<file path="config.mk">
export PLATFORM = sky130hd
export DESIGN_NAME = timer
export DESIGN_NICKNAME = d
export VERILOG_FILES = /design/src/soc_pkg.sv /design/src/timer.sv
export SDC_FILE = /design/constraint.sdc
export NUM_CORES = 1
export LEC_CHECK = 0
export BUFFER_PORTS_ARGS = -buffer_cell sky130_fd_sc_hd__buf_2
export CAP_MARGIN = 20
export CORE_AREA = 2 2 128 130
export DETAILED_ROUTE_END_ITERATION = 8
export DIE_AREA = 0 0 130 132
export PLACE_DENSITY = 0.64
export SLEW_MARGIN = 20
export SYNTH_ARGS = -nofsm -noshare
export SYNTH_HDL_FRONTEND = slang
export SYNTH_SLANG_ARGS = --single-unit
</file>
<file path="constraint.sdc">
create_clock -name clk -period 4.9 [get_ports clk]
set_input_delay 0.98 -clock clk [delete_from_list [all_inputs] [get_ports clk]]
set_output_delay 0.98 -clock clk [all_outputs]
set_load 0.01 [all_outputs]
</file>
<file path="src/soc_pkg.sv">
// Address prefixes, register maps, bus request and response structs
`default_nettype none

package soc_pkg;

  // --------------------------------------------------
  // Memory map
  // --------------------------------------------------
  typedef enum logic [1:0] {
    AREA_ROM      = 2'h0,
    AREA_RAM      = 2'h1,
    AREA_RESERVED = 2'h2,
    AREA_MMIO     = 2'h3
  } area_e;

  typedef enum logic [5:0] {
    CORE_TIMER    = 6'h01,
    CORE_FW_RAM   = 6'h10,
    CORE_SYS_CTRL = 6'h3f
  } core_e;

  // Word address width seen by a core, wide enough for the app RAM
  localparam int CORE_AW = 16;

  // Register word addresses
  typedef enum logic [7:0] {
    TMR_CTRL      = 8'h08,
    TMR_STATUS    = 8'h09,
    TMR_PRESCALER = 8'h0a,
    TMR_TIMER     = 8'h0b
  } timer_reg_e;

  typedef enum logic [7:0] {
    SYS_REG_NAME     = 8'h00,
    SYS_REG_APP_MODE = 8'h08,
    SYS_REG_ADDR_KEY = 8'h10,
    SYS_REG_DATA_KEY = 8'h11
  } sys_reg_e;

  localparam logic [31:0] SYS_NAME      = 32'h736f_6331;
  localparam logic [31:0] ILLEGAL_INSTR = 32'h0000_0000;

  // --------------------------------------------------
  // Bus structs
  // --------------------------------------------------
  typedef struct packed {
    logic        valid;
    logic        instr;
    logic [31:0] addr;
    logic [31:0] wdata;
    logic [3:0]  wstrb;
  } mem_req_t;

  typedef struct packed {
    logic        ready;
    logic [31:0] rdata;
  } mem_rsp_t;

  typedef struct packed {
    logic               cs;
    logic [3:0]         we;
    logic [CORE_AW-1:0] address;
    logic [31:0]        write_data;
  } core_req_t;

  typedef struct packed {
    logic        ready;
    logic [31:0] read_data;
  } core_rsp_t;

endpackage

`default_nettype wire

</file>
<file path="src/timer.sv">
// Down-counting timer with prescaler, start/stop control and status
`timescale 1ns/10ps
`default_nettype none

module timer
  import soc_pkg::*;
(
  input  wire            clk,
  input  wire            reset_n,
  input  wire core_req_t req,
  output core_rsp_t      rsp
);

  logic        ready_reg;
  logic [31:0] rdata_reg;
  logic [31:0] rdata_next;
  logic        first;
  logic        write;
  logic        running;
  logic [31:0] prescaler;
  logic [31:0] pre_ctr;
  logic [31:0] count;

  assign first = req.cs && !ready_reg;
  assign write = first && (|req.we);

  // --------------------------------------------------
  // Counter and registers
  // --------------------------------------------------
  always_ff @(posedge clk) begin : reg_update
    if (!reset_n) begin
      running   <= 1'b0;
      prescaler <= '0;
      pre_ctr   <= '0;
      count     <= '0;
    end else begin
      if (running) begin
        if (count == 32'h0) begin
          running <= 1'b0;
        end else if (pre_ctr == prescaler) begin
          pre_ctr <= '0;
          count   <= count - 32'h1;
        end else begin
          pre_ctr <= pre_ctr + 32'h1;
        end
      end

      // Bus writes take priority over counting
      if (write) begin
        case (req.address[7:0])
          TMR_CTRL: begin
            if (req.write_data[0]) begin
              running <= 1'b1;
              pre_ctr <= '0;
            end
            if (req.write_data[1]) begin
              running <= 1'b0;
            end
          end
          TMR_PRESCALER: prescaler <= req.write_data;
          TMR_TIMER:     count     <= req.write_data;
          default: ;
        endcase
      end
    end
  end

  always_comb begin : read_mux
    rdata_next = 32'h0;
    case (req.address[7:0])
      TMR_STATUS:    rdata_next = {31'h0, running};
      TMR_PRESCALER: rdata_next = prescaler;
      TMR_TIMER:     rdata_next = count;
      default: ;
    endcase
  end

  always_ff @(posedge clk) begin : rsp_reg
    if (!reset_n) begin
      ready_reg <= 1'b0;
    end else begin
      ready_reg <= first;
    end
    rdata_reg <= rdata_next;
  end

  assign rsp = '{ready: ready_reg, read_data: rdata_reg};

endmodule

`default_nettype wire

</file>
==> impl_metrics.tcl <==
set metrics [dict create \
    status "finished, final reports clean" \
    htree_levels 4 \
    worstHoldStart "prescaler[1]" \
    cts_buffers 17 \
    max_freq_mhz 304.2 \
    cts_root_buf "clkbuf_16" \
    synth-seq-area-share_pct 41.95 \
    synth_cell_types 55 \
    maxCapViolCount 0 \
    place_congestion 0.8278 \
    grt_pass1_wl_um 28140 \
    tightest_slew_ns 0.9883 \
    grt_max_degree 62 \
    drtAntennaViolNets 0 \
    nNetsFinal 846 \
    port_buffers 79 \
    drt_iter0_drc 488 \
    p_leak_nw 2.694 \
    fin_skew_ns 0.006571 \
    viasPerCell 5.592 \
    yosysWarnings 0 \
    r2r_cells 8 \
    core_mm2 0.01571 \
    slew_headroom_pct 34.11 \
    crit_path_max_fanout 18 \
    fillers 1538 \
    p_total_w 0.002541 \
    reg2reg_slack_ns 1.73 \
    hold_buffers 0 \
    fp.dieH_um 132 \
    r2r_end "pre_ctr[27]" \
    reg2reg_from "count[0]" \
    powerDensity_mw_per_mm2 344.5 \
    post_cts_resize_count 0 \
    drt_pass1_iterations 5 \
    clk_latency_ns 0.42 \
    num_antenna_cells 0 \
    cts.sinks 130 \
    timing.final.crit_share_pct 67.09 \
    fin_hold_ws_ns 0.4830 \
    async_flop_share_pct 0 \
    routed-via-count 5687 \
    min_delay_worst_endpoint "prescaler[1]" \
    met2_length_um 7888 \
    finalSetupViolCount 0 \
    synth_edf_count 0 \
    dieWidth_um 130 \
    drc_errors 0 \
    timing.final.ws_setup_ns 1.612 \
    core.rowCount 46 \
    layout_commonest_cell "dfxtp_1" \
    met3_length_um 1296 \
    grt_antenna_before_repair 0 \
    grt_setup_unrepaired "no" \
    peakVddDrop_uv 237.9 \
    cts_tree "built" \
    grt-ovfl-total 0 \
    fin_util_pct 46.93 \
    slew_violations 0 \
    synth_nets 789 \
    grt_pass1_vias 5237 \
    ys_seq_elements 130 \
    ioPinCount 88 \
    m1WireLength_um 8059 \
    cp.arrival_ns 3.64 \
    post-cts-setup-buffers 0 \
    worst_setup_path_start_kind "input pin" \
    hold_violations 0 \
    synth_cells 731 \
    clock_path_buffers 2 \
    holdPathStages 2 \
    area_growth_pct 18.88 \
    pre_cts_ws_ns 1.189 \
    clk_pin_slew_ns 0.06 \
    drive_above_1_share_pct 18.10 \
    die_area_mm2 0.01716 \
    fin_tns_setup_ns 0 \
    syn_area_mm2 0.006203 \
    grt.total_usage_pct 21.25 \
    path_class "input pin to flip-flop" \
    top_layer "met4" \
    final_cell_mix "dfxtp_1, nand2_1, buf_2" \
    hold_path.class "flip-flop to flip-flop" \
    cp-end-kind "flip-flop" \
    fin_crit_ns 3.288 \
    synth_ff_type "dfxtp_1" \
    wire_per_inst_um 17.41 \
    initial_core_util_pct 39.48 \
    synth_area_per_cell_um2 8.486 \
    cp_data_required_time_ns 5.25 \
    routed_wl_um 17710 \
    dp_hpwl_um 11870 \
]
[critical path: stages]
cell,delay (ns)
buf_2,0.09
or4b_2,0.69
nor4b_1,0.63
and2_1,0.67
buf_4,0.37
nand2_1,0.08
a21oi_1,0.12
[synth_stat cells (all sizes together), types with 4 or more instances]
| cell type | number | area [um^2] |
|---|---|---|
| nor2 | 68 | 255.2 |
| inv | 7 | 26.28 |
| nand2 | 87 | 329.1 |
| nand4 | 23 | 143.9 |
| a311oi | 4 | 47.55 |
| nor4 | 13 | 100.1 |
| xor2 | 9 | 78.83 |
| and4 | 6 | 52.55 |
| buf | 14 | 82.58 |
| o31ai | 26 | 200.2 |
| nand3 | 22 | 115.1 |
| a31oi | 22 | 137.6 |
| or3 | 13 | 86.33 |
| clkbuf | 36 | 135.1 |
| o21ai | 33 | 168.9 |
| dfxtp | 130 | 2603 |
| or2 | 11 | 68.82 |
| a21oi | 47 | 235.2 |
| xnor2 | 47 | 411.6 |
| nor3 | 13 | 65.06 |
| mux2i | 31 | 310.3 |
| or4 | 30 | 229.0 |
| and3 | 6 | 37.54 |
| and2 | 5 | 31.28 |
[final cells by class]
| type | count | area [um^2] | share of cell area [%] |
|---|---|---|---|
| clock buffer | 18 | 439.2 | 5.955 |
| clock inverter | 14 | 211.5 | 2.867 |
| inverter | 7 | 26.28 | 0.3563 |
| multi-input combinational | 544 | 3362 | 45.59 |
| sequential | 130 | 2603 | 35.29 |
| tap | 216 | 270.3 | 3.665 |
| timing repair buffer | 88 | 462.9 | 6.278 |
[metal layers]
| layer | track usage [%] | up-vias |
|---|---|---|
| met1 | 29.26 | 2675 |
| met2 | 31.36 | 231 |
| li1 | - | 2751 |
| met5 | 0 | - |
| met4 | 9.080 | 0 |
| met3 | 5.438 | 30 |
[cell families after synthesis]
logic type	count (synthesis)	synth area share (%)
compound gates	144	14.36
xor+xnor	56	7.906
fa+ha+maj	3	0.6051
buf+inv	57	3.933
flops	130	41.95
mux	32	5.184
simple gates	309	26.06
[where the power goes]
part | total, W | switching, W | internal [W] | leakage, nW
sequential | 0.00106 | 0.00000114 | 0.00106 | 1.05
combinational | 0.0000828 | 0.0000529 | 0.0000299 | 1.33
clock | 0.00140 | 0.000485 | 0.000913 | 0.316
[worst max-delay path by stage]
| stage | to | cells after the start | slack (ns) | startpoint |
|---|---|---|---|---|
| floorplan | count[12] | 6 | 1.95 | req[34] |
| global placement | prescaler[7] | 7 | 1.26 | req[34] |
| detailed placement | prescaler[11] | 7 | 1.19 | req[34] |
| CTS | prescaler[11] | 7 | 1.63 | req[34] |
| global route | prescaler[10] | 7 | 1.39 | req[34] |
| finish | prescaler[11] | 7 | 1.61 | req[34] |
[through the flow]
step / std cells / area, um^2
floorplan: 731 / 6203
global placement: 985 / 6724
detailed placement: 985 / 6724
CTS: 1017 / 7375
global route: 1017 / 7375
finish: 1017 / 7375
(Power assumes the default switching activity.)
