[config.mk]
export PLATFORM = sky130hd
export DESIGN_NAME = mem_bus_ctrl
export DESIGN_NICKNAME = d
export VERILOG_FILES = /design/src/soc_pkg.sv /design/src/mem_bus_ctrl.sv
export SDC_FILE = /design/constraint.sdc
export NUM_CORES = 1
export LEC_CHECK = 0
export BUFFER_PORTS_ARGS = -buffer_cell sky130_fd_sc_hd__buf_4
export CAP_MARGIN = 25
export CORE_AREA = 2 2 192 194
export CTS_CLUSTER_SIZE = 12
export DETAILED_ROUTE_END_ITERATION = 12
export DIE_AREA = 0 0 194 196
export HOLD_SLACK_MARGIN = 0.08
export PLACE_DENSITY = 0.39
export SETUP_SLACK_MARGIN = 0.02
export SYNTH_ARGS = -nofsm -noshare
export SYNTH_HDL_FRONTEND = slang
export SYNTH_SLANG_ARGS = --single-unit
export TNS_END_PERCENT = 30
[constraint.sdc]
create_clock -name clk -period 1.8 [get_ports clk]
set_input_delay 0.18 -clock clk [delete_from_list [all_inputs] [get_ports clk]]
set_output_delay 0.18 -clock clk [all_outputs]
set_load 0.02 [all_outputs]
[src/soc_pkg.sv]
// Address prefixes, register maps, bus request and response structs
`default_nettype none

package soc_pkg;

  // --------------------------------------------------
  // Memory map
  // --------------------------------------------------
  typedef enum logic [1:0] {
    AREA_ROM      = 2'h0,
    AREA_RAM      = 2'h1,
    AREA_RESERVED = 2'h2,
    AREA_MMIO     = 2'h3
  } area_e;

  typedef enum logic [5:0] {
    CORE_TIMER    = 6'h01,
    CORE_FW_RAM   = 6'h10,
    CORE_SYS_CTRL = 6'h3f
  } core_e;

  // Word address width seen by a core, wide enough for the app RAM
  localparam int CORE_AW = 16;

  // Register word addresses
  typedef enum logic [7:0] {
    TMR_CTRL      = 8'h08,
    TMR_STATUS    = 8'h09,
    TMR_PRESCALER = 8'h0a,
    TMR_TIMER     = 8'h0b
  } timer_reg_e;

  typedef enum logic [7:0] {
    SYS_REG_NAME     = 8'h00,
    SYS_REG_APP_MODE = 8'h08,
    SYS_REG_ADDR_KEY = 8'h10,
    SYS_REG_DATA_KEY = 8'h11
  } sys_reg_e;

  localparam logic [31:0] SYS_NAME      = 32'h736f_6331;
  localparam logic [31:0] ILLEGAL_INSTR = 32'h0000_0000;

  // --------------------------------------------------
  // Bus structs
  // --------------------------------------------------
  typedef struct packed {
    logic        valid;
    logic        instr;
    logic [31:0] addr;
    logic [31:0] wdata;
    logic [3:0]  wstrb;
  } mem_req_t;

  typedef struct packed {
    logic        ready;
    logic [31:0] rdata;
  } mem_rsp_t;

  typedef struct packed {
    logic               cs;
    logic [3:0]         we;
    logic [CORE_AW-1:0] address;
    logic [31:0]        write_data;
  } core_req_t;

  typedef struct packed {
    logic        ready;
    logic [31:0] read_data;
  } core_rsp_t;

endpackage

`default_nettype wire

[src/mem_bus_ctrl.sv]
// Bus decode controller: core selects, RAM scrambling, registered response mux
`timescale 1ns/10ps
`default_nettype none

module mem_bus_ctrl
  import soc_pkg::*;
#(
  parameter int RAM_AW = 10
) (
  input  wire              clk,
  input  wire              reset_n,
  input  wire mem_req_t    bus_req,
  input  wire              force_trap,
  input  wire [RAM_AW-1:0] addr_key,
  input  wire [31:0]       data_key,
  input  wire core_rsp_t   ram_rsp,
  input  wire core_rsp_t   fw_rsp,
  input  wire core_rsp_t   timer_rsp,
  input  wire core_rsp_t   sys_rsp,
  output mem_rsp_t         bus_rsp,
  output core_req_t        ram_req,
  output core_req_t        fw_req,
  output core_req_t        timer_req,
  output core_req_t        sys_req
);

  mem_rsp_t          rsp_next;
  core_req_t         base_req;
  logic [31:0]       addr_mask;
  logic [RAM_AW-1:0] ram_word_addr;

  // Address dependent data mask and scrambled RAM word address
  assign addr_mask     = {2{bus_req.addr[15:0]}};
  assign ram_word_addr = bus_req.addr[RAM_AW+1:2] ^ addr_key;

  // --------------------------------------------------
  // Response register
  // --------------------------------------------------
  always_ff @(posedge clk) begin : rsp_reg
    if (!reset_n) begin
      bus_rsp <= '0;
    end else begin
      bus_rsp <= rsp_next;
    end
  end

  // --------------------------------------------------
  // Decode and response mux
  // --------------------------------------------------
  always_comb begin : decode
    area_e area;
    core_e core;

    area = area_e'(bus_req.addr[31:30]);
    core = core_e'(bus_req.addr[29:24]);

    base_req            = '0;
    base_req.we         = bus_req.wstrb;
    base_req.address    = bus_req.addr[CORE_AW+1:2];
    base_req.write_data = bus_req.wdata;

    fw_req    = base_req;
    timer_req = base_req;
    sys_req   = base_req;

    // RAM sees the scrambled address and data
    ram_req            = base_req;
    ram_req.address    = CORE_AW'(ram_word_addr);
    ram_req.write_data = bus_req.wdata ^ data_key ^ addr_mask;

    rsp_next = '0;

    if (bus_req.valid && !bus_rsp.ready) begin
      if (force_trap) begin
        rsp_next.ready = 1'b1;
        rsp_next.rdata = ILLEGAL_INSTR;
      end else begin
        case (area)
          AREA_RAM: begin
            ram_req.cs     = 1'b1;
            rsp_next.ready = ram_rsp.ready;
            rsp_next.rdata = ram_rsp.read_data ^ data_key ^ addr_mask;
          end

          AREA_MMIO: begin
            case (core)
              CORE_TIMER: begin
                timer_req.cs   = 1'b1;
                rsp_next.ready = timer_rsp.ready;
                rsp_next.rdata = timer_rsp.read_data;
              end
              CORE_FW_RAM: begin
                fw_req.cs      = 1'b1;
                rsp_next.ready = fw_rsp.ready;
                rsp_next.rdata = fw_rsp.read_data;
              end
              CORE_SYS_CTRL: begin
                sys_req.cs     = 1'b1;
                rsp_next.ready = sys_rsp.ready;
                rsp_next.rdata = sys_rsp.read_data;
              end
              default: begin
                rsp_next.ready = 1'b1;
              end
            endcase
          end

          // ROM and reserved areas answer at once with zero
          default: begin
            rsp_next.ready = 1'b1;
          end
        endcase
      end
    end
  end

endmodule

`default_nettype wire

==> metrics.md, run 1 <==
| Metric | Value |
|---|---|
| Simple-Gate Fraction of Synth Area | `6.17%` |
| Finished Cell Area | `0.00683 mm2` |
| Vias per inst | `3.39` |
| Synth unique cells | `24` |
| Die Span Y | `196 um` |
| Final Total Pwr | `3.61 mW` |
| Initial antenna violation count | `0` |
| Final setup fails | `0` |
| Post-synthesis compound-gate area fraction | `17.2%` |
| IO Pins | `492` |
| CTS Buf Count | `5` |
| P_leak | `3.06 nW` |
| Multiplexer share of the synthesized area | `0%` |
| DRT iter0 DRCs | `264` |
| Pin count of the biggest net entering global routing | `28` |
| Critical path fanouts, max | `14` |
| Post-Route WL | `20.1 mm` |
| Final TNS setup | `0 ns` |
| Routed vias | `4092` |
| Core ar. | `0.0361 mm2` |
| Post-Syn Instances | `450` |
| Crit end category | `primary output` |
| Startpoint types | `input port` |
| Nets | `986` |
| Post-CTS setup buffer count | `0` |
| Fraction of layout cells with a size suffix above 1 | `67.2%` |
| Most frequent cells in the layout | `buf_4, xnor2_1, nor2_1` |
| Post-DRT Antenna Nets | `0` |
| Die width | `194 um` |
| Area of the die | `0.0380 mm2` |
| Htree depth | `2` |
| Max VDD drop | `0.281 mV` |
| Yosys reg bits | `33` |
| First-pass GRT wire length | `27.3 mm` |
| Initial core utilization | `10.9%` |
| Post-CTS resize count | `0` |
| Most common cell after layout, fill and taps aside | `buf_4` |
| CTS tree | `done` |
| Num rows | `70` |
| Placed cell area | `0.00668 mm2` |
| Vias in the first global route | `4052` |
| RSZ-0062 raised after global routing | `false` |
| Largest family of logic cells by synthesized area | `buffers and inverters` |
| Seq/Total Area, Yosys | `16.8%` |
| Clock Path Buffers | `2` |
| Clock sinks | `33` |
| HP Class | `input port to register` |
| Syn Std Cell Area | `0.00393 mm2` |
| Clock slew at reported path FFs | `0.07 ns` |
| Clock Latency Late Sink | `0.30 ns` |
| Final Max Tran Viols | `0` |
| Period minus WS final | `1.67 ns` |
| Slew @ Worst Pin | `0.497 ns` |
| Crit path kind | `input port to primary output` |
| PD cells | `529 mW/mm2` |
| Area Growth Syn to Fin | `73.6%` |
| Status | `completed` |
| Largest registers | `bus_rsp: 33 flops` |
| Ant. Diodes | `0` |
| Port buffer count | `450` |
| WP data arrival | `1.49 ns` |
| XOR/XNOR Fraction of Synth Area | `23.6%` |
| Overall global routing resource usage | `9.77%` |
| Fin Hold WS | `0.144 ns` |
| GRT overflow | `0` |
| Max-Cap Viols | `0` |
| CP required | `1.62 ns` |
| Gpl congestion | `0.733` |
| Hold Buf Count CTS | `0` |
| Top reg by flops | `bus_rsp` |
| Post-Synth Adder-Cell Area | `0%` |
| Synth Area per Inst | `8.74 um2` |
| CTS root buffer | `clkbuf_16` |
| Final period utilization | `92.7%` |
| WL/cell | `16.6 um` |
| Post-route clock skew | `0.00368 ns` |
| Hold Violations, Final | `0` |
| Slew Limit Headroom | `66.6%` |
| Post-detailed-route DRC marker count | `0` |
| TritonRoute pass-1 iters | `9` |
| Filler cells | `4081` |
| Fmax | `599 MHz` |
| Yosys warns | `0` |
| Number of flip-flops in the largest register | `33` |
| Hpwl dp | `17.1 mm` |
## metal layers
layer / track usage [%] / vias up / part of all wire [%]
li1: - / 1951 / -
met1: 11.9 / 1880 / 40
met2: 17.5 / 250 / 51
met3: 1.94 / 11 / 7.5
met4: 2.38 / 0 / 0.99
met5: 0 / - / 0
## kinds of logic (layout without fill, tap and decap cells)
logic type	count (synthesis)	after routing
buffers and inverters	188	473
xor gates and xnor gates	106	106
AOI/OAI and AO/OA	68	68
and+or+nand+nor	54	54
DFF	33	33
other	1	6
## cell usage after synthesis
cell type	count	area share [%]
buf_4	168	32
xnor2_1	96	21
nor2_1	36	3.4
dfxtp_1	33	17
a222oi_1	32	8.1
a211oi_2	18	5.7
a211oi_1	15	2.9
xor2_1	10	2.2
clkbuf_1	8	0.76
nand2_1	5	0.48
nor2b_1	5	0.80
buf_6	4	1.1
clkbuf_8	3	1.1
nand3_1	3	0.38
and3b_1	2	0.45
buf_2	2	0.25
buf_8	2	0.76
o21ai_0	2	0.25
a31oi_1	1	0.16
buf_1	1	0.095
conb_1	1	0.095
nand4_1	1	0.16
nor4_2	1	0.32
or2_2	1	0.16
## final timing paths
| kind | startpoint | endpoint | slack [ns] | cells after the start |
|---|---|---|---|---|
| worst min register to register | bus_rsp[32] | bus_rsp[32] | 0.59 | 3 |
| worst max-delay path | bus_req[61] | timer_req[52] | 0.13 | 6 |
| worst min-delay path | reset_n | bus_rsp[32] | 0.14 | 3 |
| worst max register to register | bus_rsp[32] | bus_rsp[7] | 0.48 | 4 |
## stage by stage
| step | util, % | setup WS (ns) | std cells |
|---|---|---|---|
| after floorplan | - | 0.355 | 455 |
| after CTS | 18.9 | 0.121 | 1208 |
| after global routing | 18.9 | 0.0371 | 1208 |
| after detailed placement | 18.5 | 0.0895 | 1200 |
| after global placement | 18.5 | 0.0923 | 1200 |
| final | 18.9 | 0.131 | 1208 |
## worst max-delay path: stages
cell and delay [ns]:
buf_4 0.12, nor4_2 0.35, and3b_2 0.32, buf_12 0.17, nor2b_1 0.18, buf_4 0.17
## cell type report
cell class / count / area (um2) / area share, %
tap: 468 / 586 / 8.58
timing repair buffer: 465 / 3550 / 52.1
sequential: 33 / 661 / 9.68
multi-input combinational: 234 / 1880 / 27.6
clock buffer: 5 / 125 / 1.83
clock inverter: 3 / 17.5 / 0.257
## where the power goes
part | internal (mW) | switching, mW
Sequential | 0.742 | 0.00445
Clock | 0.511 | 0.435
Combinational | 0.943 | 0.976
Power figures use the tool's default switching activity.
==> run 2, diff against run 1 <==
--- a/config.mk
+++ b/config.mk
@@ -7,12 +7,12 @@
 export LEC_CHECK = 0
 export BUFFER_PORTS_ARGS = -buffer_cell sky130_fd_sc_hd__buf_4
 export CAP_MARGIN = 25
-export CORE_AREA = 2 2 192 194
+export CORE_AREA = 2 2 189 191
 export CTS_CLUSTER_SIZE = 12
 export DETAILED_ROUTE_END_ITERATION = 12
-export DIE_AREA = 0 0 194 196
+export DIE_AREA = 0 0 191 193
 export HOLD_SLACK_MARGIN = 0.08
-export PLACE_DENSITY = 0.39
+export PLACE_DENSITY = 0.4
 export SETUP_SLACK_MARGIN = 0.02
 export SYNTH_ARGS = -nofsm -noshare
 export SYNTH_HDL_FRONTEND = slang
==> constraint.sdc (replaced) <==
create_clock -name clk -period 1.7 [get_ports clk]
set_input_delay 0.17 -clock clk [delete_from_list [all_inputs] [get_ports clk]]
set_output_delay 0.17 -clock clk [all_outputs]
set_load 0.02 [all_outputs]
==> run 2 against run 1 <==
Clock power is 1% lower. Sequential power is 5.9% higher. Cell area hardly changed. First-iteration DRC count is 11% lower. Power is 3.9% higher. Critical path type is now register to primary output. Highest routed layer unchanged.
==> metrics.md, run 2 (synthesis gave the netlist of run 1 again) <==
| Metric | Value |
|---|---|
| Hold Violations, Final | `0` |
| Final setup fails | `0` |
| Finished Cell Area | `0.00683 mm2` |
| Combinational Power Share | `54.1%` |
| Flop pwr share | `21.1%` |
| CP top delay family | `simple AND/OR/NAND/NOR gates` |
| IO Pins | `492` |
| Placed cell area | `0.00670 mm2` |
| Crit path kind | `register to primary output` |
| Initial core utilization | `11.2%` |
| CP required | `1.53 ns` |
| Slew @ Worst Pin | `0.549 ns` |
| TritonRoute pass-1 iters | `8` |
| Crit. path cell count | `4` |
| Max VDD drop | `0.284 mV` |
| Final Max Tran Viols | `0` |
| Switch share | `38.4%` |
| Worst slack, placed | `0.112 ns` |
| Clock slew at reported path FFs | `0.06 ns` |
| Clock Latency Late Sink | `0.29 ns` |
| Vias per inst | `3.40` |
| Critical-path cell list | `nor2b_1 -> nand3_1 -> nor2_1 -> buf_4` |
| Ant. Diodes | `0` |
| Internal | `2.31 mW` |
| Final TNS setup | `0 ns` |
| Status | `completed` |
| CTS root buffer | `clkbuf_16` |
| Initial antenna violation count | `0` |
| Post-DRT Antenna Nets | `0` |
| Dpl cells | `1195` |
| Post-detailed-route DRC marker count | `0` |
| Overall global routing resource usage | `9.59%` |
| Final core occ | `19.5%` |
| PD cells | `549 mW/mm2` |
| Most common cell after layout, fill and taps aside | `buf_4` |
| DRT iter0 DRCs | `236` |
| Finished Layout Cells | `1201` |
| Fmax | `650 MHz` |
| Post-route clock skew | `0.00387 ns` |
| GRT overflow | `0` |
| Filler cells | `3895` |
| Largest registers | `bus_rsp: 33 flops` |
| Number of flip-flops in the largest register | `33` |
| Largest stage delay, worst path | `0.31 ns` |
| Die width | `191 um` |
| CTS tree | `done` |
| Clock power frac | `24.9%` |
| Area Growth Syn to Fin | `73.8%` |
| Post-CTS setup buffer count | `0` |
| Die Span Y | `193 um` |
| Nets | `988` |
| First-pass GRT wire length | `25.6 mm` |
| Hold Path Cell Cnt | `3` |
| Crit end category | `primary output` |
| Critical path startpoint | `bus_rsp[32]` |
| Vias in the first global route | `3992` |
| WP data arrival | `1.37 ns` |
| CP bufs+invs | `1` |
| FF-to-FF path depth | `5` |
| Worst reg2reg startpoint | `bus_rsp[32]` |
| Gpl congestion | `0.748` |
| P_sw | `1.44 mW` |
| HP Class | `input port to register` |
| P_leak | `3.07 nW` |
| Register-to-register setup slack | `0.37 ns` |
| Post-Route WL | `19.4 mm` |
| Post-layout worst setup margin | `0.161 ns` |
| Startpoint types | `register` |
| Pin count of the biggest net entering global routing | `25` |
| R2r endpoint | `bus_rsp[15]` |
| Clock Path Buffers | `2` |
| Most frequent cells in the layout | `buf_4, xnor2_1, nor2_1` |
| RSZ-0062 raised after global routing | `false` |
| CTS Buf Count | `5` |
| Hold Buf Count CTS | `0` |
| Num rows | `69` |
| Final period utilization | `90.5%` |
| Fraction of layout cells with a size suffix above 1 | `67.2%` |
| Core ar. | `0.0350 mm2` |
| Slew Limit Headroom | `63.4%` |
| Top reg by flops | `bus_rsp` |
| Post-CTS resize count | `0` |
| Routed vias | `4078` |
| Area of the die | `0.0369 mm2` |
| Final Total Pwr | `3.75 mW` |
| Max-Cap Viols | `0` |
| Hpwl dp | `16.6 mm` |
| Clock sinks | `33` |
| Period minus WS final | `1.54 ns` |
| Port buffer count | `450` |
| Critical path fanouts, max | `3` |
| Fin Hold WS | `0.151 ns` |
| CP max-delay cell | `dfxtp_1` |
| Htree depth | `2` |
| CP endpoint | `sys_req[52]` |
| WL/cell | `16.2 um` |
run 2: changes by cell type in the layout (fill, tap and decap cells not counted):
cell	previous run	this run
buf_12	5	6
buf_4	460	461
clkinv_2	2	1
clkinvlp_4	1	0
run 2: metal layers:
layer  part of all wire [%]  track usage [%]
met1                     38             11.0
met5                      0                0
met2                     52             17.9
met4                    1.3             2.21
met3                    8.0             2.24
run 2: layout make-up:
class | instances | area [um2] | share of cell area (%)
clock buffer | 5 | 125 | 1.83
clock inverter | 1 | 5.00 | 0.0733
timing repair buffer | 467 | 3580 | 52.4
sequential | 33 | 661 | 9.67
tap | 461 | 577 | 8.44
multi-input combinational | 234 | 1880 | 27.6
run 2: worst min path at each step:
stage	startpoint	to	slack (ns)
2_1_floorplan	reset_n	bus_rsp[32]	0.30
3_3_place_gp	bus_req[52]	fw_req[46]	0.34
5_1_grt	timer_rsp[32]	bus_rsp[32]	0.14
3_5_place_dp	bus_req[52]	fw_req[46]	0.34
4_1_cts	timer_rsp[32]	bus_rsp[32]	0.13
6_report	timer_rsp[32]	bus_rsp[32]	0.15
run 2: power groups by stage:
stage	Combinational (mW)	Clock, mW	Sequential (mW)
detailed placement	2.06	0	0.808
finish	2.03	0.933	0.790
floorplan	1.19	0	0.823
global route	2.17	1.03	0.790
global placement	2.06	0	0.808
CTS	2.07	1.03	0.790
run 2: tightest hold or removal path: cells and delay by family:
| family | cells | cell delay, ns |
|---|---|---|
| buffers and inverters | 1 | 0.11 |
| AOI/OAI and AO/OA | 1 | 0.07 |
| and+or+nand+nor | 1 | 0.05 |
