## src/soc_pkg.sv

```systemverilog
// Address prefixes, register maps, bus request and response structs
`default_nettype none

package soc_pkg;

  // --------------------------------------------------
  // Memory map
  // --------------------------------------------------
  typedef enum logic [1:0] {
    AREA_ROM      = 2'h0,
    AREA_RAM      = 2'h1,
    AREA_RESERVED = 2'h2,
    AREA_MMIO     = 2'h3
  } area_e;

  typedef enum logic [5:0] {
    CORE_TIMER    = 6'h01,
    CORE_FW_RAM   = 6'h10,
    CORE_SYS_CTRL = 6'h3f
  } core_e;

  // Word address width seen by a core, wide enough for the app RAM
  localparam int CORE_AW = 16;

  // Register word addresses
  typedef enum logic [7:0] {
    TMR_CTRL      = 8'h08,
    TMR_STATUS    = 8'h09,
    TMR_PRESCALER = 8'h0a,
    TMR_TIMER     = 8'h0b
  } timer_reg_e;

  typedef enum logic [7:0] {
    SYS_REG_NAME     = 8'h00,
    SYS_REG_APP_MODE = 8'h08,
    SYS_REG_ADDR_KEY = 8'h10,
    SYS_REG_DATA_KEY = 8'h11
  } sys_reg_e;

  localparam logic [31:0] SYS_NAME      = 32'h736f_6331;
  localparam logic [31:0] ILLEGAL_INSTR = 32'h0000_0000;

  // --------------------------------------------------
  // Bus structs
  // --------------------------------------------------
  typedef struct packed {
    logic        valid;
    logic        instr;
    logic [31:0] addr;
    logic [31:0] wdata;
    logic [3:0]  wstrb;
  } mem_req_t;

  typedef struct packed {
    logic        ready;
    logic [31:0] rdata;
  } mem_rsp_t;

  typedef struct packed {
    logic               cs;
    logic [3:0]         we;
    logic [CORE_AW-1:0] address;
    logic [31:0]        write_data;
  } core_req_t;

  typedef struct packed {
    logic        ready;
    logic [31:0] read_data;
  } core_rsp_t;

endpackage

`default_nettype wire

```

## src/sys_ctrl.sv

```systemverilog
// System control: application mode latch, scramble keys, name and forced trap
`timescale 1ns/10ps
`default_nettype none

module sys_ctrl
  import soc_pkg::*;
#(
  parameter int RAM_AW = 10
) (
  input  wire               clk,
  input  wire               reset_n,
  input  wire mem_req_t     bus_req,
  input  wire core_req_t    req,
  output core_rsp_t         rsp,
  output logic              app_mode,
  output logic [RAM_AW-1:0] addr_key,
  output logic [31:0]       data_key,
  output logic              force_trap
);

  logic        ready_reg;
  logic [31:0] rdata_reg;
  logic [31:0] rdata_next;
  logic        first;
  logic        write;

  assign first = req.cs && !ready_reg;
  assign write = first && (|req.we);

  // Fetch from anywhere but RAM once the app runs
  assign force_trap = bus_req.valid && bus_req.instr && app_mode &&
                      (bus_req.addr[31:30] != AREA_RAM);

  // --------------------------------------------------
  // Mode and key registers
  // --------------------------------------------------
  always_ff @(posedge clk) begin : reg_update
    if (!reset_n) begin
      app_mode <= 1'b0;
      addr_key <= '0;
      data_key <= '0;
    end else if (write) begin
      case (req.address[7:0])
        // Sticky until reset
        SYS_REG_APP_MODE: app_mode <= 1'b1;
        SYS_REG_ADDR_KEY: begin
          if (!app_mode) begin
            addr_key <= req.write_data[RAM_AW-1:0];
          end
        end
        SYS_REG_DATA_KEY: begin
          if (!app_mode) begin
            data_key <= req.write_data;
          end
        end
        default: ;
      endcase
    end
  end

  always_comb begin : read_mux
    rdata_next = 32'h0;
    case (req.address[7:0])
      SYS_REG_NAME:     rdata_next = SYS_NAME;
      SYS_REG_APP_MODE: rdata_next = {31'h0, app_mode};
      // Keys hidden from the application
      SYS_REG_ADDR_KEY: rdata_next = app_mode ? 32'h0 : 32'(addr_key);
      SYS_REG_DATA_KEY: rdata_next = app_mode ? 32'h0 : data_key;
      default: ;
    endcase
  end

  always_ff @(posedge clk) begin : rsp_reg
    if (!reset_n) begin
      ready_reg <= 1'b0;
    end else begin
      ready_reg <= first;
    end
    rdata_reg <= rdata_next;
  end

  assign rsp = '{ready: ready_reg, read_data: rdata_reg};

endmodule

`default_nettype wire

```

## config.mk

```make
export PLATFORM = sky130hd
export DESIGN_NAME = sys_ctrl
export DESIGN_NICKNAME = d
export VERILOG_FILES = /design/src/soc_pkg.sv /design/src/sys_ctrl.sv
export SDC_FILE = /design/constraint.sdc
export NUM_CORES = 1
export LEC_CHECK = 0
export BUFFER_PORTS_ARGS = -buffer_cell sky130_fd_sc_hd__clkbuf_2
export CAP_MARGIN = 20
export CORE_MARGIN = 2
export CORE_UTILIZATION = 35
export CTS_BUF_LIST = sky130_fd_sc_hd__clkbuf_4
export DETAILED_ROUTE_END_ITERATION = 10
export PLACE_DENSITY = 0.72
export REMOVE_ABC_BUFFERS = 1
export SYNTH_ARGS = -nofsm -noshare
export SYNTH_HDL_FRONTEND = slang
export SYNTH_SLANG_ARGS = --single-unit
```

## constraint.sdc

```tcl
create_clock -name clk -period 1.6 [get_ports clk]
set_input_delay 0.16 -clock clk [delete_from_list [all_inputs] [get_ports clk]]
set_output_delay 0.16 -clock clk [all_outputs]
set_load 0.02 [all_outputs]
```

==> results of run 1 <==
metrics by stage:
stage                     area [µm²]  total power, mW  utilization, %
after floorplan                 2824            2.031               -
after global placement          3784            2.186           46.05
after detailed placement        3784            2.190           46.05
after CTS                       4233            3.396           51.52
after global routing            4238            3.501           51.58
final                           4238            3.342           51.58
cell families (layout without fill, tap and decap cells):
group	count (synthesis)	count (layout)	share of synthesized area (%)
mux	19	19	6.607
buf+inv	27	195	4.531
simple gates	96	96	15.59
flops	76	76	51.50
compound gates	85	85	21.77
what timing repair did:
item / in CTS / in global routing
hold endpoints to repair: 37 / 0
setup buffers: 0 / 0
resized for setup: 0 / 2
hold buffers: 32 / 0
setup endpoints to repair: 0 / 3
layout make-up:
class | instances | area share, %
Timing Repair Buffer | 179 | 27.07
Multi-Input combinational cell | 200 | 30.76
Sequential cell | 76 | 35.93
Tap cell | 105 | 3.100
Clock inverter | 3 | 0.9153
Clock buffer | 12 | 2.126
Inverter | 1 | 0.08857
how the worst min path moves through the flow:
| stage | startpoint | to | slack [ns] | cells past startpoint |
|---|---|---|---|---|
| after floorplan | reset_n | app_mode | 0.28 | 1 |
| after global placement | req[31] | data_key[31] | 0.39 | 3 |
| after detailed placement | req[11] | data_key[11] | 0.40 | 3 |
| after CTS | req[32] | rdata_reg[11] | 0.1 | 2 |
| after global routing | req[32] | rdata_reg[11] | 0.13 | 2 |
| final | req[32] | rdata_reg[11] | 0.13 | 2 |
cell usage in the layout, fill, tap and decap left out, types with 4 or more instances in the layout:
master / netlist / final
nand2_1: 44 / 44
and3_1: 9 / 9
mux2i_1: 15 / 15
a21oi_1: 19 / 19
clkbuf_2: 0 / 127
buf_4: 2 / 16
nor2_1: 25 / 25
dlygate4sd3_1: 0 / 32
clkbuf_4: 0 / 12
mux2_2: 4 / 4
dfxtp_1: 76 / 75
o21ai_2: 30 / 30
o211ai_1: 32 / 32
power by group through the flow:
stage          Clock [mW]  Combinational (mW)  Sequential [mW]
2_1_floorplan           0              0.0856             1.94
3_5_place_dp            0               0.250             1.94
3_3_place_gp            0               0.246             1.94
5_1_grt              1.26               0.345             1.90
6_report             1.13               0.312             1.90
4_1_cts              1.19               0.312             1.90
layer usage:
metal / wire length, µm / GRT usage, % / share of wire (%)
met1: 3478 / 22.42 / 43
met2: 3901 / 31.00 / 48
met3: 565 / 4.464 / 7.0
met4: 106 / 7.024 / 1.3
met5: 0 / 0 / 0
worst register-to-register path: stages (launching register included):
cell and delay, ns:
dfxtp_2 0.36, nor3b_4 0.26, nand4b_2 0.15, or2_4 0.35, buf_12 0.18, o21ai_2 0.13
==> metrics.md, run 1 <==
| Metric | Value |
|---|---|
| Most used DFF post-synth | `dfxtp_1` |
| Core area | `0.008217 mm²` |
| Final hold violations | `0` |
| Delay-heaviest family, CP | `simple AND/OR/NAND/NOR gates` |
| Vias | `2762` |
| R2r worst-path depth | `5` |
| Placer's final routability congestion estimate | `0.7474` |
| Post-synth top area share | `51.50%` |
| Clock power share | `33.9%` |
| Fill cells | `799` |
| Clock-pin slew on the worst setup and hold paths | `0.12 ns` |
| Setup Skew | `0.01633 ns` |
| Async SR Flop Fraction | `0%` |
| Final TNS setup | `0 ns` |
| Highest Clock Rate | `667.8 MHz` |
| Crit path DAT | `1.83 ns` |
| Fraction of layout cells with a size suffix above 1 | `42.89%` |
| Layout area overhead | `43.46%` |
| First-pass GRT wire length | `12950 µm` |
| RSZ-0062 raised after global routing | `no` |
| Initial drt markers | `83` |
| CP max stage cell | `dfxtp_2` |
| # rows | `33` |
| Post-synthesis cell type count | `29` |
| Final ANT Viol Nets | `0` |
| Worst Setup Start Kind | `flop` |
| Crit path cell chain | `nor3b_4, nand4b_2, or2_4, buf_12, o21ai_2` |
| CTS Buffer Depth | `2` |
| Cell taking the most area after synthesis | `dfxtp_1` |
| Crit Path Class | `flop to flop` |
| Worst-path fanout max | `12` |
| P_sw | `781.1 µW` |
| Vias in the first global route | `2721` |
| Final period utilization | `93.59%` |
| I/O pin count | `202` |
| Internal power | `2.561 mW` |
| R2r setup slk | `0.10 ns` |
| CTS Sinks | `76` |
| YS warnings | `0` |
| Die Wd | `95.87 µm` |
| CP required | `1.94 ns` |
| Worst slack, placed | `0.03640 ns` |
| Worst VDD drop | `0.0004179 V` |
| Fin Hold WS | `0.1252 ns` |
| CTS tree | `done` |
| Synth top area cells | `dfxtp_1 (52%), o21ai_2 (8.9%), o211ai_1 (8.1%)` |
| Critical R2R Launch | `app_mode` |
| Pwr/cell area | `788.6 mW/mm²` |
| DR DRC count | `0` |
| Worst setup path startpoint | `app_mode` |
| Max cap viols | `0` |
| Synth Register Bits | `76` |
| Final non-filler cell total | `576` |
| Setup Viol. Count Final | `0` |
| Max_slew headroom | `66.35%` |
| Slew @ Worst Pin | `0.5030 ns` |
| Run status | `complete, no violations` |
| Min Clock Period, post-route | `1.497 ns` |
| Switching share of power | `23.37%` |
| Drt total wl | `8050 µm` |
| Root buffer cell | `clkbuf_4` |
| RR Endpoint | `data_key[29]` |
| Nets | `592` |
| CP Depth | `5` |
| Number of flops mapped to enable cells by yosys | `0` |
| Initial antenna violation count | `0` |
| Placed Cells incl. Taps | `529` |
| Part of the power in registers | `56.8%` |
| Setup ws final | `0.1026 ns` |
| Largest stage delay, worst path | `0.36 ns` |
| Post-synth top cells | `dfxtp_1 (76), nand2_1 (44), o211ai_1 (32)` |
| Hold WC Path Type | `input pin to flop` |
| Cells after Synth | `303` |
| Fin. max-slew vios | `0` |
| Drt pass-1 iters | `4` |
| Combinational share of power | `9.3%` |
| Port Buffers | `127` |
| Sequential area share after synthesis | `51.50%` |
| Die Ht | `95.87 µm` |
| Most common cell in the netlist | `dfxtp_1` |
| CTS H-tree lvls | `3` |
| Cts bufs inserted | `9` |
| Synthesized cell area | `0.002954 mm²` |
| Drt wl/cell | `13.98 µm` |
| Syn_area_per_cell | `9.749 µm²` |
| CP endpoint | `data_key[29]` |
| Register area | `0.001523 mm²` |
| Die area | `0.009191 mm²` |
| HPWL after DPL | `5502 µm` |
| Antenna Cells | `0` |
| Worst path bufs/invs | `1` |
| Leakage | `1.920 nW` |
| Vias/cell | `4.795` |
| Total Routing Usage GR | `18.32%` |
| Largest net degree at the start of global routing | `77` |
| Clk Latency, worst-skew pair | `0.41 ns` |
| Initial Util | `35.95%` |
| GR Overflow Total | `0` |
| Crit end category | `flop` |
| Multi-input logic area | `0.001304 mm²` |
(Power assumes the default switching activity.)
==> run 2: changes to the inputs <==
--- a/config.mk
+++ b/config.mk
@@ -12,7 +12,7 @@
 export CTS_BUF_LIST = sky130_fd_sc_hd__clkbuf_4
 export DETAILED_ROUTE_END_ITERATION = 10
 export PLACE_DENSITY = 0.72
-export REMOVE_ABC_BUFFERS = 1
+export SETUP_SLACK_MARGIN = 0.15
 export SYNTH_ARGS = -nofsm -noshare
 export SYNTH_HDL_FRONTEND = slang
 export SYNTH_SLANG_ARGS = --single-unit
==> run 2 against run 1 <==
  * Sequential share of layout area decreased by 0.31 points
  * Die area unchanged
  * Sequential power about the same
  * Sequential cell count unchanged
  * Clock skew decreased by 0.00068 ns
==> metrics.md, run 2 (synthesis results as in run 1) <==
| Metric | Value |
|---|---|
| HPWL after DPL | `5470 µm (was 5502 µm)` |
| Layout area overhead | `44.94% (was 43.46%)` |
| Drt wl/cell | `13.85 µm (was 13.98 µm)` |
| Final hold violations | `0 (unchanged)` |
| Total Routing Usage GR | `17.26% (was 18.32%)` |
| Final period utilization | `91.80% (was 93.59%)` |
| Met3 WL | `537 µm (was 565 µm)` |
| Cts bufs inserted | `9 (unchanged)` |
| Fraction of layout cells with a size suffix above 1 | `43.40% (was 42.89%)` |
| Highest Clock Rate | `680.8 MHz (was 667.8 MHz)` |
| Max cap viols | `0 (unchanged)` |
| Clock-pin slew on the worst setup and hold paths | `0.13 ns (was 0.12 ns)` |
| Crit Path Class | `flop to flop (unchanged)` |
| Internal power | `2.673 mW (was 2.561 mW)` |
| Setup Skew | `0.01565 ns (was 0.01633 ns)` |
| Root buffer cell | `clkbuf_4 (unchanged)` |
| I/O pin count | `202 (unchanged)` |
| # rows | `33 (unchanged)` |
| Switching share of power | `23.39% (was 23.37%)` |
| Port Buffers | `127 (unchanged)` |
| Most frequent cells in the layout | `clkbuf_2 (127), dfxtp_1 (75), nand2_1 (44), o211ai_1 (32), dlygate4sd3_1 (32) (unchanged)` |
| Largest net degree at the start of global routing | `77 (unchanged)` |
| Final TNS setup | `0 ns (unchanged)` |
| Part of the power in registers | `54.3% (was 56.8%)` |
| CTS H-tree lvls | `3 (unchanged)` |
| CTS Sinks | `76 (unchanged)` |
| Vias in the first global route | `2531 (was 2721)` |
| Nets | `591 (was 592)` |
| Die Wd | `95.87 µm (unchanged)` |
| Core area | `0.008217 mm² (unchanged)` |
| Placed Cells incl. Taps | `526 (was 529)` |
| Min Clock Period, post-route | `1.469 ns (was 1.497 ns)` |
| Drt total wl | `7962 µm (was 8050 µm)` |
| Combinational share of power | `8.9% (was 9.3%)` |
| Fin. max-slew vios | `0 (unchanged)` |
| CTS Buffer Depth | `2 (unchanged)` |
| Pwr/cell area | `814.9 mW/mm² (was 788.6 mW/mm²)` |
| Worst Setup Start Kind | `flop (unchanged)` |
| Top Metal Used | `met4 (unchanged)` |
| Antenna Cells | `0 (unchanged)` |
| First-pass GRT wire length | `12260 µm (was 12950 µm)` |
| Leading cell type in the layout, fill and taps excluded | `clkbuf_2 (unchanged)` |
| Setup Viol. Count Final | `0 (unchanged)` |
| Slew @ Worst Pin | `0.4857 ns (was 0.5030 ns)` |
| Hold WC Path Type | `input pin to flop (unchanged)` |
| Run status | `complete, no violations (unchanged)` |
| M1 WL | `3519 µm (was 3478 µm)` |
| Max_slew headroom | `67.62% (was 66.35%)` |
| GR Overflow Total | `0 (unchanged)` |
| Fin Hold WS | `0.1517 ns (was 0.1252 ns)` |
| Initial Util | `35.95% (unchanged)` |
| CTS tree | `done (unchanged)` |
| P_sw | `816.2 µW (was 781.1 µW)` |
| Clk Latency, worst-skew pair | `0.40 ns (was 0.41 ns)` |
| CP required | `1.94 ns (about the same)` |
| Tot Pwr | `3.489 mW (was 3.342 mW)` |
| Util after Layout | `52.11% (was 51.58%)` |
| Crit path DAT | `1.81 ns (was 1.83 ns)` |
| Worst-path fanout max | `14 (was 12)` |
| Fill cells | `756 (was 799)` |
| Die Ht | `95.87 µm (unchanged)` |
| Placer's final routability congestion estimate | `0.7833 (was 0.7474)` |
| Worst VDD drop | `0.0004567 V (was 0.0004179 V)` |
| DR WL met2 | `3835 µm (was 3901 µm)` |
| Clock power share | `36.8% (was 33.9%)` |
| Final ANT Viol Nets | `0 (unchanged)` |
| RSZ-0062 raised after global routing | `yes (was no)` |
| Initial drt markers | `55 (was 83)` |
| Initial antenna violation count | `0 (unchanged)` |
| Leakage | `1.933 nW (was 1.920 nW)` |
| Drt pass-1 iters | `5 (was 4)` |
| Syn nets | `428` |
| Vias/cell | `4.857 (was 4.795)` |
| Vias | `2793 (was 2762)` |
| DR DRC count | `0 (unchanged)` |
| Crit end category | `flop (unchanged)` |
| Die area | `0.009191 mm² (unchanged)` |
| Final non-filler cell total | `575 (was 576)` |
-- run 2: cell count changes in the layout (fill, tap and decap cells not counted), sizes merged --
cell,previous run,this run
buf,20,19
bufinv,1,2
clkbuf,139,136
clkinv,2,3
inv,1,2
-- run 2: worst max-delay path, cell delays in order, from the launching register on --
cell	delay (ns)
dfxtp_4	0.39
nor3b_4	0.23
nand4b_2	0.17
or2_4	0.31
buf_12	0.17
o21ai_0	0.15
-- run 2: path summary, 6_finish.rpt --
check              startpoint            to  slack (ns)  cells after the start
hold / removal        req[35]  rdata_reg[0]        0.15                      3
setup / recovery     app_mode   data_key[9]        0.13                      5
hold reg to reg   addr_key[1]   addr_key[1]        0.49                      2
setup reg to reg     app_mode   data_key[9]        0.13                      5
-- run 2: cell type report --
| type | instances | area, µm² | area share [%] |
|---|---|---|---|
| Sequential cell | 76 | 1525 | 35.62 |
| Multi-Input combinational cell | 200 | 1309 | 30.57 |
| Timing Repair Buffer | 178 | 1156 | 27.00 |
| Tap cell | 105 | 131.4 | 3.068 |
| Clock inverter | 6 | 88.84 | 2.075 |
| Clock buffer | 9 | 67.56 | 1.578 |
| Inverter | 1 | 3.754 | 0.08767 |
-- run 2: per-stage QoR --
step | instance area, µm² | worst slack, ns
floorplan | 2958 | 0.1301
global placement | 3777 | 0.1426
detailed placement | 3777 | 0.1055
CTS | 4265 | 0.1447
global route | 4282 | 0.05339
finish | 4282 | 0.1312
-- run 2: per-layer routing --
metal / track usage (%) / up-vias
li1: - / 1392
met1: 22.36 / 1291
met2: 28.61 / 105
met3: 4.150 / 5
met4: 5.000 / 0
met5: 0 / -
-- run 2: power groups by stage --
stage	Clock, mW	Combinational (mW)	Sequential [mW]
floorplan	0	0.127	1.94
global placement	0	0.244	1.94
detailed placement	0	0.245	1.94
CTS	1.35	0.308	1.90
global route	1.41	0.341	1.90
finish	1.28	0.310	1.90
-- run 2: what timing repair did --
item / in CTS / in global routing
resized for setup: 1 / 3
hold buffers: 32 / 0
hold endpoints to repair: 36 / 0
cloned: 0 / 0
endpoints found under the setup margin: 22 / 49
buffers inserted: 1 / 1
pin swaps: 1 / 2
==> run 3: changes to the inputs <==
--- a/config.mk
+++ b/config.mk
@@ -5,11 +5,12 @@
 export SDC_FILE = /design/constraint.sdc
 export NUM_CORES = 1
 export LEC_CHECK = 0
-export BUFFER_PORTS_ARGS = -buffer_cell sky130_fd_sc_hd__clkbuf_2
+export BUFFER_PORTS_ARGS = -buffer_cell sky130_fd_sc_hd__buf_2
 export CAP_MARGIN = 20
 export CORE_MARGIN = 2
 export CORE_UTILIZATION = 35
 export CTS_BUF_LIST = sky130_fd_sc_hd__clkbuf_4
+export CTS_CLUSTER_DIAMETER = 120
 export DETAILED_ROUTE_END_ITERATION = 10
 export PLACE_DENSITY = 0.72
 export SETUP_SLACK_MARGIN = 0.15
==> run 3 against run 2 <==
  * Clock-buffer cell count is 1 higher
  * Die area stayed put
  * Clock power is 7% lower
  * Global-route usage is 0.48 points higher
  * First-iteration DRC count is 7.3% higher
  * Clock skew is 0.0094 ns higher
  * Sequential cell count stayed put
  * Hold slack worse by 0.12 ns
  * Sequential share of layout area is 0.20 points higher
  * Combinational power is 2% lower
==> metrics.md, run 3 (synthesis results as in run 1) <==
| Metric | Value |
|---|---|
| Root buffer cell | `clkbuf_4 (unchanged)` |
| Vias/cell | `4.908 (was 4.857)` |
| Die area | `0.009191 mm² (unchanged)` |
| Clock-pin slew on the worst setup and hold paths | `0.12 ns (was 0.13 ns)` |
| Final ANT Viol Nets | `0 (unchanged)` |
| Placer's final routability congestion estimate | `0.7986 (was 0.7833)` |
| Crit path DAT | `1.80 ns (was 1.81 ns)` |
| Fraction of layout cells with a size suffix above 1 | `43.74% (was 43.40%)` |
| Setup Skew | `0.02509 ns (was 0.01565 ns)` |
| Die Wd | `95.87 µm (unchanged)` |
| Crit Path Class | `flop to flop (unchanged)` |
| Port Buffers | `127 (unchanged)` |
| Most frequent cells in the layout | `buf_2 (127), dfxtp_1 (75), nand2_1 (44), o211ai_1 (32), dlygate4sd3_1 (31) (was clkbuf_2 (127), dfxtp_1 (75), nand2_1 (44), o211ai_1 (32), dlygate4sd3_1 (32))` |
| Cts bufs inserted | `9 (unchanged)` |
| Final period utilization | `90.40% (was 91.80%)` |
| Run status | `complete, no violations (unchanged)` |
| Setup Viol. Count Final | `0 (unchanged)` |
| Drt wl/cell | `14.23 µm (was 13.85 µm)` |
| Largest net degree at the start of global routing | `77 (unchanged)` |
| Crit path cell chain | `nor3b_4, nand4b_2, or2_4, buf_12, o21ai_2 (was nor3b_4, nand4b_2, or2_4, buf_12, o21ai_0)` |
| Initial Util | `35.95% (unchanged)` |
| Syn nets | `428 (unchanged)` |
| CTS Sinks | `76 (unchanged)` |
| CP max stage cell | `dfxtp_4 (unchanged)` |
| Total Routing Usage GR | `17.75% (was 17.26%)` |
| Initial antenna violation count | `0 (unchanged)` |
| RSZ-0062 raised after global routing | `yes (unchanged)` |
| HPWL after DPL | `5550 µm (was 5470 µm)` |
| CP required | `1.95 ns (was 1.94 ns)` |
| Nets | `591 (unchanged)` |
| Fill cells | `792 (was 756)` |
| Die Ht | `95.87 µm (unchanged)` |
| Final hold violations | `0 (unchanged)` |
| CTS tree | `done (unchanged)` |
| Leakage | `1.989 nW (was 1.933 nW)` |
| I/O pin count | `202 (unchanged)` |
| Vias | `2827 (was 2793)` |
| Min Clock Period, post-route | `1.446 ns (was 1.469 ns)` |
| Fin. max-slew vios | `0 (unchanged)` |
| Worst slack, placed | `0.08410 ns (was 0.1055 ns)` |
| Initial drt markers | `59 (was 55)` |
| Drt total wl | `8194 µm (was 7962 µm)` |
| Max_slew headroom | `67.11% (was 67.62%)` |
| Worst VDD drop | `0.0003428 V (was 0.0004567 V)` |
| Hold path depth | `3 (unchanged)` |
| Leading cell type in the layout, fill and taps excluded | `buf_2 (was clkbuf_2)` |
| # rows | `33 (unchanged)` |
| R2r worst-path depth | `5 (unchanged)` |
| Vias in the first global route | `2581 (was 2531)` |
| GR Overflow Total | `0 (unchanged)` |
| Max cap viols | `0 (unchanged)` |
| R2r setup slk | `0.15 ns (was 0.13 ns)` |
| Clk Latency, worst-skew pair | `0.43 ns (was 0.40 ns)` |
| Core area | `0.008217 mm² (unchanged)` |
| CTS Buffer Depth | `2 (unchanged)` |
| Final TNS setup | `0 ns (unchanged)` |
| Crit end category | `flop (unchanged)` |
| Highest Clock Rate | `691.4 MHz (was 680.8 MHz)` |
| Pwr/cell area | `795.7 mW/mm² (was 814.9 mW/mm²)` |
| Worst Setup Start Kind | `flop (unchanged)` |
| Hold WC Path Type | `input pin to flop (unchanged)` |
| Slew @ Worst Pin | `0.4934 ns (was 0.4857 ns)` |
| Antenna Cells | `0 (unchanged)` |
| Layout area overhead | `44.13% (was 44.94%)` |
| CTS H-tree lvls | `3 (unchanged)` |
| DR DRC count | `0 (unchanged)` |
| First-pass GRT wire length | `12540 µm (was 12260 µm)` |
| Setup ws final | `0.1536 ns (was 0.1312 ns)` |
| Drt pass-1 iters | `4 (was 5)` |
| Largest stage delay, worst path | `0.39 ns (about the same)` |
| Worst-path fanout max | `13 (was 14)` |
==> run 3: routing by layer <==
metal  vias to the layer above  wire length, µm  GRT usage (%)
li1                       1389                -              -
met1                      1318             3587          22.27
met2                       110             3891          29.90
met3                        10              587          3.211
met4                         0              127          7.500
met5                         -                0              0
==> run 3: path summary, 6_finish.rpt <==
kind / from / to
setup / recovery: app_mode / data_key[29]
setup reg to reg: app_mode / data_key[29]
hold / removal: req[7] / data_key[7]
hold reg to reg: addr_key[2] / addr_key[2]
==> run 3: cell type report <==
type	instances	area [µm²]	area share, %
Sequential cell	76	1525	35.82
Multi-Input combinational cell	200	1309	30.74
Timing Repair Buffer	178	1150	27.01
Tap cell	105	131.4	3.086
Clock buffer	10	75.07	1.763
Clock inverter	6	63.81	1.499
Inverter	1	3.754	0.08816
==> run 3: timing repair <==
action / in CTS / in global routing
resized for setup: 1 / 2
pin swaps: 1 / 3
endpoints found under the hold margin: 35 / 0
setup buffers: 3 / 1
cloned: 0 / 0
endpoints found under the setup margin: 25 / 39
hold buffers: 31 / 0
==> run 3: power by group <==
part	internal (mW)	leakage (nW)	switching, mW
registers	1.89	0.613	0.00201
logic	0.147	1.30	0.157
clock network	0.496	0.0807	0.692
==> run 3: worst max-delay path: cells and delay by family (launching register included) <==
family	cells	cell delay, ns
and+or+nand+nor	3	0.69
buffers and inverters	1	0.17
DFF	1	0.39
AOI/OAI and AO/OA	1	0.13
==> run 3: stage by stage <==
| step | instances | hold WS [ns] | total power [mW] | utilization, % | area [µm²] |
|---|---|---|---|---|---|
| 2_1_floorplan | 303 | 0.2999 | 2.068 | - | 2958 |
| 3_3_place_gp | 525 | 0.4030 | 2.180 | 45.88 | 3770 |
| 3_5_place_dp | 525 | 0.4075 | 2.181 | 45.88 | 3770 |
| 4_1_cts | 575 | 0.002038 | 3.434 | 51.67 | 4245 |
| 5_1_grt | 576 | 0.006235 | 3.525 | 51.82 | 4258 |
| 6_report | 576 | 0.03365 | 3.388 | 51.82 | 4258 |
